==> config.mk <==
export PLATFORM = sky130hd
export DESIGN_NAME = gnn_dispatch_top
export DESIGN_NICKNAME = d
export VERILOG_FILES = /design/src/gnn_cfg_pkg.sv /design/src/gnn_pkt_pkg.sv /design/src/dp_status_if.sv /design/src/pkt_queue.sv /design/src/dispatch_decoder.sv /design/src/exec_backend.sv /design/src/gnn_dispatch_top.sv
export SDC_FILE = /design/constraint.sdc
export NUM_CORES = 1
export LEC_CHECK = 0
export ABC_AREA = 1
export BUFFER_PORTS_ARGS = -buffer_cell sky130_fd_sc_hd__buf_2
export CAP_MARGIN = 5
export CORE_MARGIN = 1
export CORE_UTILIZATION = 49
export CTS_BUF_LIST = sky130_fd_sc_hd__clkbuf_8
export DETAILED_ROUTE_END_ITERATION = 6
export PLACE_DENSITY = 0.63
export SLEW_MARGIN = 20
export SYNTH_ARGS = -nofsm -noshare
export SYNTH_HDL_FRONTEND = slang
export SYNTH_SLANG_ARGS = --single-unit
==> constraint.sdc <==
create_clock -name clk -period 3.7 [get_ports clk]
set_input_delay 0.185 -clock clk [delete_from_list [all_inputs] [get_ports clk]]
set_output_delay 0.185 -clock clk [all_outputs]
set_load 0.005 [all_outputs]
==> src/gnn_cfg_pkg.sv <==
package gnn_cfg_pkg;

    // command word width
    localparam int PKT_W = 16;

    localparam int NUM_PE   = 4;
    localparam int NUM_BANK = 4;

    // replay passes per job
    localparam int MAX_REPLAY = 4;
    localparam int ITER_W     = $clog2(MAX_REPLAY);

    // queue depths are powers of two
    localparam int CMD_DEPTH  = 8;
    localparam int TASK_DEPTH = 8;

    // back-end timing
    localparam int GRANT_DELAY      = 2;
    localparam int BANK_BUSY_CYCLES = 4;
    localparam int MAX_TASK_CYCLES  = 16;

    localparam int GNT_CNT_W  = $clog2(GRANT_DELAY + 1);
    localparam int BANK_CNT_W = $clog2(BANK_BUSY_CYCLES + 1);
    localparam int LANE_CNT_W = $clog2(MAX_TASK_CYCLES + 1);

endpackage

==> src/gnn_pkt_pkg.sv <==
package gnn_pkt_pkg;
    import gnn_cfg_pkg::*;

    // top two bits of every command
    typedef enum logic [1:0] {
        op_task   = 2'b00,
        op_replay = 2'b01,
        op_stream = 2'b10,
        op_weight = 2'b11
    } cmd_op_t;

    // field positions in the command word
    localparam int MASK_HI    = 13;
    localparam int MASK_LO    = 10;
    localparam int PAYLOAD_HI = 13;
    localparam int PAYLOAD_LO = 0;
    localparam int FV_HI      = 4;
    localparam int FV_LO      = 0;
    localparam int WB_HI      = 3;
    localparam int WB_LO      = 0;
    localparam int BANK_HI    = 1;
    localparam int BANK_LO    = 0;
    localparam int DUR_HI     = 3;
    localparam int DUR_LO     = 0;

    localparam int MASK_W     = MASK_HI - MASK_LO + 1;
    localparam int TASK_W     = PAYLOAD_HI - PAYLOAD_LO + 1;
    localparam int FV_W       = FV_HI - FV_LO + 1;
    localparam int WB_W       = WB_HI - WB_LO + 1;
    localparam int BANK_IDX_W = BANK_HI - BANK_LO + 1;

    typedef logic [TASK_W-1:0] task_payload_t;

    typedef struct packed {
        cmd_op_t              op;
        logic [PKT_W-3:0]     body;
    } cmd_pkt_t;

    typedef struct packed {
        logic          valid;
        task_payload_t payload;
    } task_pkt_t;

    typedef struct packed {
        logic     valid;
        cmd_pkt_t packet;
    } mem_pkt_t;

endpackage

==> src/dp_status_if.sv <==
`timescale 1ns/10ps

interface dp_status_if
    import gnn_cfg_pkg::*;
();
    logic [NUM_BANK-1:0] bank_busy;
    logic [NUM_PE-1:0]   pe_idle;
    logic                rs_empty;
    logic                stream_done;
    logic                vertex_done;
    logic                outbuff_available;

    modport backend (
        output bank_busy,
        output pe_idle,
        output rs_empty,
        output stream_done
    );

    // straight from the chip pins
    modport top_side (
        output vertex_done,
        output outbuff_available
    );

    modport decoder (
        input bank_busy,
        input pe_idle,
        input rs_empty,
        input stream_done,
        input vertex_done,
        input outbuff_available
    );

endinterface

==> src/pkt_queue.sv <==
`timescale 1ns/10ps

module pkt_queue #(
    parameter type payload_t = logic [15:0],
    parameter int  DEPTH     = 8
) (
    input  logic     clk,
    input  logic     reset,
    input  logic     push,
    input  payload_t push_data,
    input  logic     pop,
    output payload_t pop_data,
    output logic     pop_valid,
    output logic     full,
    output logic     empty
);

    payload_t                 mem [DEPTH];
    logic [$clog2(DEPTH)-1:0] wr_ptr;
    logic [$clog2(DEPTH)-1:0] rd_ptr;
    logic [$clog2(DEPTH):0]   count;
    logic                     do_push;
    logic                     do_pop;

    assign full    = (count == ($clog2(DEPTH) + 1)'(DEPTH));
    assign empty   = (count == '0);
    assign do_push = push && !full;
    assign do_pop  = pop && !empty;

    // pointers wrap on their own since DEPTH is a power of two
    always_ff @(posedge clk) begin
        if (reset) begin
            wr_ptr    <= '0;
            rd_ptr    <= '0;
            count     <= '0;
            pop_valid <= 1'b0;
        end else begin
            if (do_push) begin
                wr_ptr <= wr_ptr + 1'b1;
            end
            if (do_pop) begin
                rd_ptr <= rd_ptr + 1'b1;
            end
            if (do_push && !do_pop) begin
                count <= count + 1'b1;
            end else if (do_pop && !do_push) begin
                count <= count - 1'b1;
            end
            pop_valid <= do_pop;
        end
    end

    // storage and output word held while not popping
    always_ff @(posedge clk) begin
        if (do_push) begin
            mem[wr_ptr] <= push_data;
        end
        if (do_pop) begin
            pop_data <= mem[rd_ptr];
        end
    end

endmodule

==> src/dispatch_decoder.sv <==
`timescale 1ns/10ps

module dispatch_decoder
    import gnn_cfg_pkg::*;
    import gnn_pkt_pkg::*;
(
    input  logic              clk,
    input  logic              reset,
    input  cmd_pkt_t          cmd,
    input  logic              cmd_valid,
    dp_status_if.decoder      status,
    input  logic              grant,
    output logic              req,
    output logic              fifo_stall,
    output task_pkt_t         task_out,
    output mem_pkt_t          mem_out,
    output logic              stream_begin,
    output logic              cntl_done,
    output logic              task_complete,
    output logic [ITER_W-1:0] replay_iter,
    output logic [FV_W-1:0]   num_fv,
    output logic [WB_W-1:0]   weights_boundary
);

    typedef enum logic [2:0] {
        idle,
        wait_grant,
        wait_replay,
        wait_stream,
        wait_task_complete
    } state_t;

    state_t            state;
    state_t            state_nx;
    cmd_pkt_t          pkt_q;
    cmd_pkt_t          pkt_nx;
    logic [ITER_W-1:0] iter_nx;
    logic [FV_W-1:0]   fv_nx;
    logic [WB_W-1:0]   wb_nx;
    logic              begin_nx;
    logic              replay_flag;
    logic              replay_flag_nx;
    logic [MASK_W-1:0] iter_mask;
    logic              backend_quiet;
    logic              decode_en;

    assign iter_mask     = cmd[MASK_HI:MASK_LO];
    assign backend_quiet = !(|status.bank_busy) && status.rs_empty && (&status.pe_idle);
    assign decode_en     = cmd_valid && (state == idle);

    always_ff @(posedge clk) begin
        if (reset) begin
            state            <= idle;
            replay_iter      <= '0;
            num_fv           <= '0;
            weights_boundary <= '0;
            stream_begin     <= 1'b0;
            replay_flag      <= 1'b0;
        end else begin
            state            <= state_nx;
            replay_iter      <= iter_nx;
            num_fv           <= fv_nx;
            weights_boundary <= wb_nx;
            stream_begin     <= begin_nx;
            replay_flag      <= replay_flag_nx;
        end
    end

    // held command for grant and replay
    always_ff @(posedge clk) begin
        pkt_q <= pkt_nx;
    end

    always_comb begin
        state_nx       = state;
        pkt_nx         = pkt_q;
        iter_nx        = replay_iter;
        fv_nx          = num_fv;
        wb_nx          = weights_boundary;
        begin_nx       = 1'b0;
        replay_flag_nx = 1'b0;
        req            = 1'b0;
        fifo_stall     = 1'b0;
        task_out       = '0;
        mem_out        = '0;
        cntl_done      = 1'b0;
        task_complete  = 1'b0;

        case (state)
            idle: begin
                if (decode_en) begin
                    case (cmd.op)
                        op_task: begin
                            if (iter_mask[replay_iter]) begin
                                task_out.valid   = 1'b1;
                                task_out.payload = cmd[PAYLOAD_HI:PAYLOAD_LO];
                            end else begin
                                // not this pass so it goes out to memory
                                req        = 1'b1;
                                fifo_stall = 1'b1;
                                pkt_nx     = cmd;
                                state_nx   = wait_grant;
                            end
                        end
                        op_replay: begin
                            fifo_stall = 1'b1;
                            pkt_nx     = cmd;
                            state_nx   = wait_replay;
                        end
                        op_stream: begin
                            fv_nx    = cmd[FV_HI:FV_LO];
                            begin_nx = 1'b1;
                        end
                        op_weight: begin
                            wb_nx      = cmd[WB_HI:WB_LO];
                            fifo_stall = 1'b1;
                            state_nx   = wait_stream;
                        end
                        default: begin
                            state_nx = idle;
                        end
                    endcase
                end
            end
            wait_grant: begin
                req = 1'b1;
                if (grant) begin
                    mem_out.valid  = 1'b1;
                    mem_out.packet = pkt_q;
                    state_nx       = idle;
                end else begin
                    fifo_stall = 1'b1;
                end
            end
            wait_replay: begin
                fifo_stall = 1'b1;
                if (backend_quiet) begin
                    if (replay_iter == ITER_W'(MAX_REPLAY - 1)) begin
                        cntl_done = 1'b1;
                        state_nx  = wait_task_complete;
                    end else begin
                        // replay word restarts the stream for the next pass
                        mem_out.valid  = 1'b1;
                        mem_out.packet = pkt_q;
                        iter_nx        = replay_iter + 1'b1;
                        replay_flag_nx = 1'b1;
                        state_nx       = wait_stream;
                    end
                end
            end
            wait_stream: begin
                if (status.stream_done && !replay_flag) begin
                    state_nx = idle;
                end else begin
                    fifo_stall = 1'b1;
                end
            end
            wait_task_complete: begin
                // job finished and only reset gets out
                fifo_stall    = 1'b1;
                task_complete = status.vertex_done && status.outbuff_available;
            end
            default: begin
                state_nx = idle;
            end
        endcase
    end

endmodule

==> src/exec_backend.sv <==
`timescale 1ns/10ps

module exec_backend
    import gnn_cfg_pkg::*;
    import gnn_pkt_pkg::*;
(
    input  logic            clk,
    input  logic            reset,
    input  task_pkt_t       task_in,
    input  mem_pkt_t        mem_in,
    input  logic            stream_begin,
    input  logic [FV_W-1:0] num_fv,
    input  logic            req,
    output logic            grant,
    dp_status_if.backend    status,
    output task_pkt_t       pe_issue
);

    task_payload_t           rs_data;
    logic                    rs_valid;
    logic                    rs_queue_empty;
    logic                    rs_pop;
    logic [LANE_CNT_W-1:0]   lane_cnt [NUM_PE];
    logic [NUM_PE-1:0]       lane_idle;
    logic [NUM_PE-1:0]       lane_load;
    logic [BANK_CNT_W-1:0]   bank_cnt [NUM_BANK];
    logic [NUM_BANK-1:0]     bank_busy;
    logic [BANK_IDX_W-1:0]   bank_sel;
    logic [GNT_CNT_W-1:0]    gnt_cnt;
    logic [FV_W-1:0]         fv_cnt;
    logic                    stream_start;

    pkt_queue #(
        .payload_t (task_payload_t),
        .DEPTH     (TASK_DEPTH)
    ) i_task_queue (
        .clk       (clk),
        .reset     (reset),
        .push      (task_in.valid),
        .push_data (task_in.payload),
        .pop       (rs_pop),
        .pop_data  (rs_data),
        .pop_valid (rs_valid),
        .full      (),
        .empty     (rs_queue_empty)
    );

    // need a second idle lane when one task is already in flight
    assign rs_pop = !rs_queue_empty &&
                    (rs_valid ? ((lane_idle & (lane_idle - 1'b1)) != '0) : (|lane_idle));

    // lowest idle lane takes the head
    assign lane_load = rs_valid ? (lane_idle & (~lane_idle + 1'b1)) : '0;

    assign pe_issue.valid   = rs_valid;
    assign pe_issue.payload = rs_data;

    always_ff @(posedge clk) begin
        if (reset) begin
            for (int i = 0; i < NUM_PE; i++) begin
                lane_cnt[i] <= '0;
            end
        end else begin
            for (int i = 0; i < NUM_PE; i++) begin
                if (lane_load[i]) begin
                    lane_cnt[i] <= LANE_CNT_W'(rs_data[DUR_HI:DUR_LO]) + 1'b1;
                end else if (lane_cnt[i] != '0) begin
                    lane_cnt[i] <= lane_cnt[i] - 1'b1;
                end
            end
        end
    end

    assign bank_sel = mem_in.packet[BANK_HI:BANK_LO];

    always_ff @(posedge clk) begin
        if (reset) begin
            for (int i = 0; i < NUM_BANK; i++) begin
                bank_cnt[i] <= '0;
            end
        end else begin
            for (int i = 0; i < NUM_BANK; i++) begin
                if (mem_in.valid && bank_sel == BANK_IDX_W'(i)) begin
                    bank_cnt[i] <= BANK_CNT_W'(BANK_BUSY_CYCLES);
                end else if (bank_cnt[i] != '0) begin
                    bank_cnt[i] <= bank_cnt[i] - 1'b1;
                end
            end
        end
    end

    always_comb begin
        for (int i = 0; i < NUM_PE; i++) begin
            lane_idle[i] = (lane_cnt[i] == '0);
        end
        for (int i = 0; i < NUM_BANK; i++) begin
            bank_busy[i] = (bank_cnt[i] != '0);
        end
    end

    // grant pulse a fixed delay after req rises
    assign grant = (gnt_cnt == GNT_CNT_W'(GRANT_DELAY));

    assign stream_start = stream_begin || (mem_in.valid && mem_in.packet.op == op_replay);

    always_ff @(posedge clk) begin
        if (reset) begin
            gnt_cnt <= '0;
            fv_cnt  <= '0;
        end else begin
            if (grant) begin
                gnt_cnt <= '0;
            end else if (req) begin
                gnt_cnt <= gnt_cnt + 1'b1;
            end
            if (stream_start) begin
                fv_cnt <= num_fv;
            end else if (fv_cnt != '0) begin
                fv_cnt <= fv_cnt - 1'b1;
            end
        end
    end

    assign status.bank_busy   = bank_busy;
    assign status.pe_idle     = lane_idle;
    // the popped word still counts as queued
    assign status.rs_empty    = rs_queue_empty && !rs_valid;
    assign status.stream_done = (fv_cnt == '0);

endmodule

==> src/gnn_dispatch_top.sv <==
`timescale 1ns/10ps

module gnn_dispatch_top
    import gnn_cfg_pkg::*;
    import gnn_pkt_pkg::*;
(
    input  logic              clk,
    input  logic              reset,
    input  logic              cmd_push,
    input  logic [PKT_W-1:0]  cmd_word,
    input  logic              vertex_done,
    input  logic              outbuff_available,
    output logic              cmd_full,
    output logic              pe_issue_valid,
    output logic [TASK_W-1:0] pe_issue_data,
    output logic              mem_valid,
    output logic [PKT_W-1:0]  mem_data,
    output logic              stream_begin,
    output logic              cntl_done,
    output logic              task_complete,
    output logic [ITER_W-1:0] replay_iter,
    output logic [FV_W-1:0]   num_fv,
    output logic [WB_W-1:0]   weights_boundary
);

    cmd_pkt_t  cmd_head;
    logic      cmd_valid;
    logic      fifo_stall;
    logic      req;
    logic      grant;
    task_pkt_t task_pkt;
    task_pkt_t pe_issue;
    mem_pkt_t  mem_pkt;

    dp_status_if status_if ();

    assign status_if.vertex_done       = vertex_done;
    assign status_if.outbuff_available = outbuff_available;

    assign pe_issue_valid = pe_issue.valid;
    assign pe_issue_data  = pe_issue.payload;
    assign mem_valid      = mem_pkt.valid;
    assign mem_data       = mem_pkt.packet;

    pkt_queue #(
        .payload_t (cmd_pkt_t),
        .DEPTH     (CMD_DEPTH)
    ) i_cmd_queue (
        .clk       (clk),
        .reset     (reset),
        .push      (cmd_push),
        .push_data (cmd_pkt_t'(cmd_word)),
        .pop       (!fifo_stall),
        .pop_data  (cmd_head),
        .pop_valid (cmd_valid),
        .full      (cmd_full),
        .empty     ()
    );

    dispatch_decoder i_decoder (
        .clk              (clk),
        .reset            (reset),
        .cmd              (cmd_head),
        .cmd_valid        (cmd_valid),
        .status           (status_if.decoder),
        .grant            (grant),
        .req              (req),
        .fifo_stall       (fifo_stall),
        .task_out         (task_pkt),
        .mem_out          (mem_pkt),
        .stream_begin     (stream_begin),
        .cntl_done        (cntl_done),
        .task_complete    (task_complete),
        .replay_iter      (replay_iter),
        .num_fv           (num_fv),
        .weights_boundary (weights_boundary)
    );

    exec_backend i_backend (
        .clk          (clk),
        .reset        (reset),
        .task_in      (task_pkt),
        .mem_in       (mem_pkt),
        .stream_begin (stream_begin),
        .num_fv       (num_fv),
        .req          (req),
        .grant        (grant),
        .status       (status_if.backend),
        .pe_issue     (pe_issue)
    );

endmodule

## Yosys cells after proc, flatten, opt, wreduce, memory -nomap -nowiden

Memory sizes are Yosys's and may differ from the RTL's. A register that Yosys moved wholly into a read port is not among the register bits.
Index checks and enable logic that the tools add are counted.

- Register bits after elaboration: 61
- Bits in writable memories: 272
- Input bits: 21
- Logic and storage cells: 283
- Memories kept: 4

Memory list:

| memory | words | bits a word | read ports | clocked after Yosys merged registers in | wr ports | RTL line | RTL |
|---|---|---|---|---|---|---|---|
| i_cmd_queue.mem | 8 | 16 | 1 | 1 | 1 | pkt_queue.sv:18 | `payload_t mem [DEPTH];` |
| i_backend.i_task_queue.mem | 8 | 14 | 1 | 1 | 1 | pkt_queue.sv:18 |  |
| i_backend.lane_cnt | 4 | 5 | 4 | 0 | 4 | exec_backend.sv:23 | `logic [LANE_CNT_W-1:0] lane_cnt [NUM_PE];` |
| i_backend.bank_cnt | 4 | 3 | 4 | 0 | 4 | exec_backend.sv:26 | `logic [BANK_CNT_W-1:0] bank_cnt [NUM_BANK];` |

- Add/subtract/negate cells: 22
- $lt $le $gt $ge: 1
- Eq/ne operators: 22
- Mux-type cells: 121
- Bitwise gates (word level): 25
- Reduce and logical (&&, ||, !) cells: 70

Operator list:

| cell | number |
|---|---|
| 2-to-1 mux 1 bit | 76 |
| 2-to-1 mux 15 bit | 4 |
| 2-to-1 mux 17 bit | 3 |
| 2-to-1 mux 5 bit | 10 |
| 2-to-1 mux 3 bit | 14 |
| one-hot mux 17 bit (2 select lines) | 1 |
| one-hot mux 16 bit (2 select lines) | 1 |
| logical NOT 5 bit | 5 |
| nonzero test 5 bit | 5 |
| subtractor 5 x 1 -> 5 bit, second input constant | 5 |
| logical AND 1 bit | 20 |
| 2-to-1 mux 4 bit | 5 |
| 2-to-1 mux 16 bit | 1 |
| OR 1 bit | 16 |
| one-hot mux 3 bit (5 select lines) | 1 |
| adder 3 x 1 -> 3 bit, second input constant | 4 |
| adder 4 x 1 -> 4 bit, second input constant | 3 |
| equality test 2 bit, second input constant | 6 |
| logical NOT 1 bit | 12 |
| nonzero test 3 bit | 4 |
| subtractor 3 x 1 -> 3 bit, second input constant | 4 |
| subtractor 4 x 1 -> 4 bit, second input constant | 3 |
| one-hot mux 3 bit (3 select lines) | 1 |
| AND reduction 3 bit | 3 |
| 29 further kinds | 54 |

## Logic depth before layout (Yosys ltp)

- Depth after elaboration: 14
- Mapped depth: 20

## Hierarchy

From an unflattened synthesis, not the netlist that was laid out.

- Cell total of the unflattened synthesis: 1496
- Area, all modules: 15964.1 um^2

By module, submodules not included:

| module | times used | cells an instance | area each (um^2) | sequential area each (um^2) |
|---|---|---|---|---|
| pkt_queue at i_cmd_queue | 1 | 500 | 6185.9 | 4544.4 |
| pkt_queue at i_backend.i_task_queue | 1 | 482 | 5511.5 | 4003.8 |
| exec_backend | 1 | 310 | 2608.8 | 1101.1 |
| dispatch_decoder | 1 | 203 | 1654.1 | 800.8 |
| gnn_dispatch_top | 1 | 1 | 3.8 | 0.0 |

## Least setup slack after synthesis

OpenSTA, ideal clock, no wires.

- Path kind: register to register
- From: reg, netlist name i_cmd_queue.pop_data[14]
- To: mem i_backend.i_task_queue.mem[3][0] (netlist bit) (enable)
- Library setup time: 0.403 ns
- Arrival: 2.380 ns
- Slack: 0.917 ns
- Stages on the path, launching flop included: 11
- Period minus slack after synthesis: 2.783 ns
- Cell sequence: edfxtp_1 inv_1 ha_1 inv_1 nor2_2 nand2_2 a31oi_4 inv_2 nor2_2 inv_2 nor3_1

- Word-level cells in the longest chain between the ends: 7

RTL lines:

| element | RTL line | RTL |
|---|---|---|
| logical NOT 2 bit | dispatch_decoder.sv:92 | `case (cmd.op)` |
| 2-to-1 mux 15 bit | dispatch_decoder.sv:92 |  |
| 2-to-1 mux 15 bit | dispatch_decoder.sv:91 | `if (decode_en) begin` |
| 2-to-1 mux 15 bit | dispatch_decoder.sv:89 | `case (state)` |
| logical AND 1 bit | pkt_queue.sv:27 | `assign do_push = push && !full;` |
| net i_backend.i_task_queue.do_push | pkt_queue.sv:22 | `logic do_push;` |
| 2-to-1 mux 1 bit | pkt_queue.sv:55 | `if (do_push) begin` |
| 2-to-1 mux 1 bit (not written as such) | pkt_queue.sv:56 | `mem[wr_ptr] <= push_data;` |
| end, declared | pkt_queue.sv:18 |  |

The timed path passes the listed nets, and every way through them passes these cells.

==> key figures <==
Run status
  • Status: finished, violations left
  • Failing checks: DRC

STA
  • Clock skew: 0.01925 ns
  • Fmax: 334.6 MHz
  • Tmin final: 2.988 ns
  • Tcrit/Tclk final: 0.8076
  • Slew @ Worst Pin: 0.8270 ns
  • Slew HR: 0.4479
  • RSZ-0062 raised after global routing: false
  • Setup TNS: 0 ns
  • Pins Over Slew Limit: 0
  • Setup violators final: 0
  • Worst setup margin: 0.7117 ns
  • Fin. Hold Viols: 0

Power
  • Share of power burned in registers: 0.455
  • Net Sw Power: 4.305 mW
  • Sw Ratio: 0.3448
  • Pwr Density: 710.1 nW/um^2
  • Max VDD drop: 344.1 uV
  • Clk pwr share: 0.253
  • Leakage power: 6.962 nW
  • P_int: 8.181 mW
  • Comb power frac: 0.292

Finish
  • Final net count: 1,557
  • Post-route insts no fill: 1,942
  • Share of cells above drive strength 1: 0.1436
  • Finished Core Util: 0.5703
  • Seq. cell area: 10,450 um^2
  • P&R area growth vs syn: 13.82%
  • Antenna cells: 0
  • Fill cell count: 2,582
  • Area of the multi-input gates: 4263 um^2

Placed design
  • Pre-CTS WS: 0.7174 ns
  • DP Cell Count: 1,817
  • Port buffer count: 67
  • Dpl hpwl: 19,800 um
  • Final RePlAce weighted congestion: 0.8197

Clocking
  • Number of gates resized after cts: 0
  • Postcts setup bufs: 0
  • Htree depth: 2
  • Root Driver: clkbuf_8
  • CTS max path bufs: 3
  • Register clock-pin slew on the reported worst setup and hold paths: 0.06 ns
  • Total CTS buffers: 58
  • Hold buffer count at CTS: 18
  • CTS Sinks: 363
  • Skew-Pair Late Insertion Delay: 0.59 ns
  • CTS tree: built

Setup path
  • Crit path DAT: 3.46 ns
  • CP required: 4.17 ns
  • Nature of the critical path endpoint: flop
  • Worst-path maximum fanout: 8
  • Startpoint Class: flop
  • Crit Path Class: reg2reg

Floorplan
  • Die area: 32,240 um^2
  • Die W: 179.6 um
  • Chip Height: 179.6 um
  • Initial Util: 0.5011
  • Core box area: 30,830 um^2
  • Io pins: 68
  • FP Rows: 64

Synthesis
  • Post-synth EDFFs: 318
  • Top cells by count, synth: edfxtp_1 (318), nor2_1 (315), o21ai_0 (168), inv_1 (131), nand2_1 (75)
  • Mapped Cells: 1,376
  • Netlist cell types: 43
  • Register area share after synthesis: 0.6764
  • Netlist Area Pre-Place: 15,450 um^2
  • Yosys top cell by area: edfxtp_1
  • Largest cells by area after synthesis: edfxtp_1 (62%), nor2_1 (7.7%), dfxtp_1 (5.8%)
  • Synth Flop Type: edfxtp_1
  • Syn_area_per_cell: 11.23 um^2
  • Number of warnings issued by yosys: 0
  • Share of synthesized registers carrying an async set or reset: 0
  • Register bit count reported by yosys: 363
  • Syn nets: 1,434
  • Cell with the most instances after synthesis: edfxtp_1
  • Post-synth top area share: 0.6181

GRT
  • First-pass GRT wire length: 50,920 um
  • GRT overflow: 0
  • Vias in the first global route: 9,914
  • Largest net degree at the start of global routing: 67
  • Initial antenna violation count: 0
  • Gr usage total: 0.2002

Detailed routing
  • ANT nets after route: 0
  • DRC: 1
  • DR pass1 iterations: 7
  • Total vias in the final route: 10.04k
  • Initial DRC Count: 733
  • Drt via density: 5.171
  • Routed wire per std cell: 16.56 um
  • Post-Route WL: 32,160 um

Run
  • Max cap viols: 0

Worst hold path
  • Hold crit path type: in2reg
final cells by class:
| class | instances | area share |
|---|---|---|
| sequential | 363 | 0.5944 |
| timing repair buffer | 115 | 0.04213 |
| clock buffer | 63 | 0.04931 |
| inverter | 146 | 0.03131 |
| clock inverter | 44 | 0.01224 |
| tap | 396 | 0.02818 |
| multi-input combinational | 815 | 0.2424 |
through the flow:
stage / power, mW / hold WS, ns / instance area (um^2)
after floorplan: 8.339 / 0.2839 / 15450
after CTS: 12.63 / 0.3530 / 17580
after detailed placement: 9.435 / 0.4471 / 16320
after global routing: 13.34 / 0.3839 / 17580
after global placement: 9.329 / 0.4448 / 16320
final: 12.49 / 0.4016 / 17580
routing by layer:
metal  global-route usage  up-vias  share of wire
li1                     -     5024              -
met1               0.2482     4764           0.43
met2               0.3545      192           0.50
met3              0.03464       63          0.045
met4              0.06724        0          0.021
met5                    0        -              0
critical path, stage by stage, from the launching register on:
cell	delay (ns)
edfxtp_1	0.40
inv_1	0.10
ha_1	0.14
nand2_1	0.08
nor2_4	0.21
nor2_1	0.11
nand2_1	0.08
nand2_1	0.05
nand4_1	0.08
nand3_2	0.18
ha_1	0.27
inv_1	0.11
ha_1	0.27
nand2_1	0.08
nor2_1	0.04
a211oi_1	0.25
nor2_1	0.07
nor2_1	0.09
nand2_1	0.06
o21ai_0	0.14
a21oi_1	0.05
worst paths after layout:
path                                                         to  cells after the start                     start  slack (ns)
worst max-delay path            i_backend.i_task_queue.count[3]                     20  i_backend.lane_cnt[1][0]        0.71
worst min-delay path                      i_cmd_queue.mem[6][8]                      2               cmd_word[8]        0.40
worst max register to register  i_backend.i_task_queue.count[3]                     20  i_backend.lane_cnt[1][0]        0.71
worst min register to register               i_decoder.pkt_q[7]                      0   i_cmd_queue.pop_data[7]        0.46
logic make-up after synthesis:
family / after synthesis / share of synthesized area
AO/OA/AOI/OAI: 302 / 0.1067
XOR/XNOR: 17 / 0.009638
adder cells (fa/ha/maj): 37 / 0.03094
buffers and inverters: 198 / 0.04892
flip-flops: 363 / 0.6764
AND/OR/NAND/NOR: 459 / 0.1273
layout by cell type, fill, tap and decap left out, types with 2 or more instances in the layout:
cell type	Yosys	routed
dlygate4sd3_1	0	18
nor2_2	4	4
inv_2	13	13
nand3_2	3	3
inv_1	131	158
clkinv_1	1	8
edfxtp_1	318	318
or2_2	2	2
a21o_1	4	4
xor2_1	16	16
o22ai_1	36	36
clkinv_2	0	6
o21ai_1	2	2
fa_1	2	2
a31oi_1	31	31
nor3_2	0	4
buf_2	5	67
nand3_1	25	25
nor2_4	8	8
ha_1	35	35
nand2_1	75	75
nand2_2	6	6
nand4_1	4	4
dfxtp_1	45	44
clkbuf_8	0	63
nand3b_1	2	2
nor3_1	7	3
buf_4	0	30
a21oi_1	52	52
nor2_1	315	315
a211oi_1	3	3
nand3_4	2	2
nand2_4	3	3
o21ai_0	168	168
power groups by stage:
stage,combinational (mW),clock (mW),sequential (mW)
after floorplan,2.70,0,5.63
after global placement,3.58,0,5.75
after detailed placement,3.66,0,5.78
after CTS,3.69,3.25,5.69
after global routing,4.16,3.42,5.76
final,3.65,3.15,5.69
sequential cells by signal, indices dropped and copies added, names as in the netlist, 2 cells and up:
signal                           cells
i_cmd_queue.rd_ptr                   3
i_decoder.weights_boundary           4
i_decoder.state                      3
i_backend.lane_cnt                  20
i_decoder.replay_iter                2
i_backend.i_task_queue.wr_ptr        3
i_cmd_queue.count                    4
i_backend.gnt_cnt                    2
i_backend.i_task_queue.count         4
i_backend.i_task_queue.rd_ptr        3
i_backend.i_task_queue.pop_data     14
i_cmd_queue.mem                    128
i_decoder.num_fv                     5
i_cmd_queue.wr_ptr                   3
i_backend.fv_cnt                     5
i_decoder.pkt_q                     16
i_cmd_queue.pop_data                16
i_backend.bank_cnt                  12
i_backend.i_task_queue.mem         112
(Power assumes the default switching activity.)
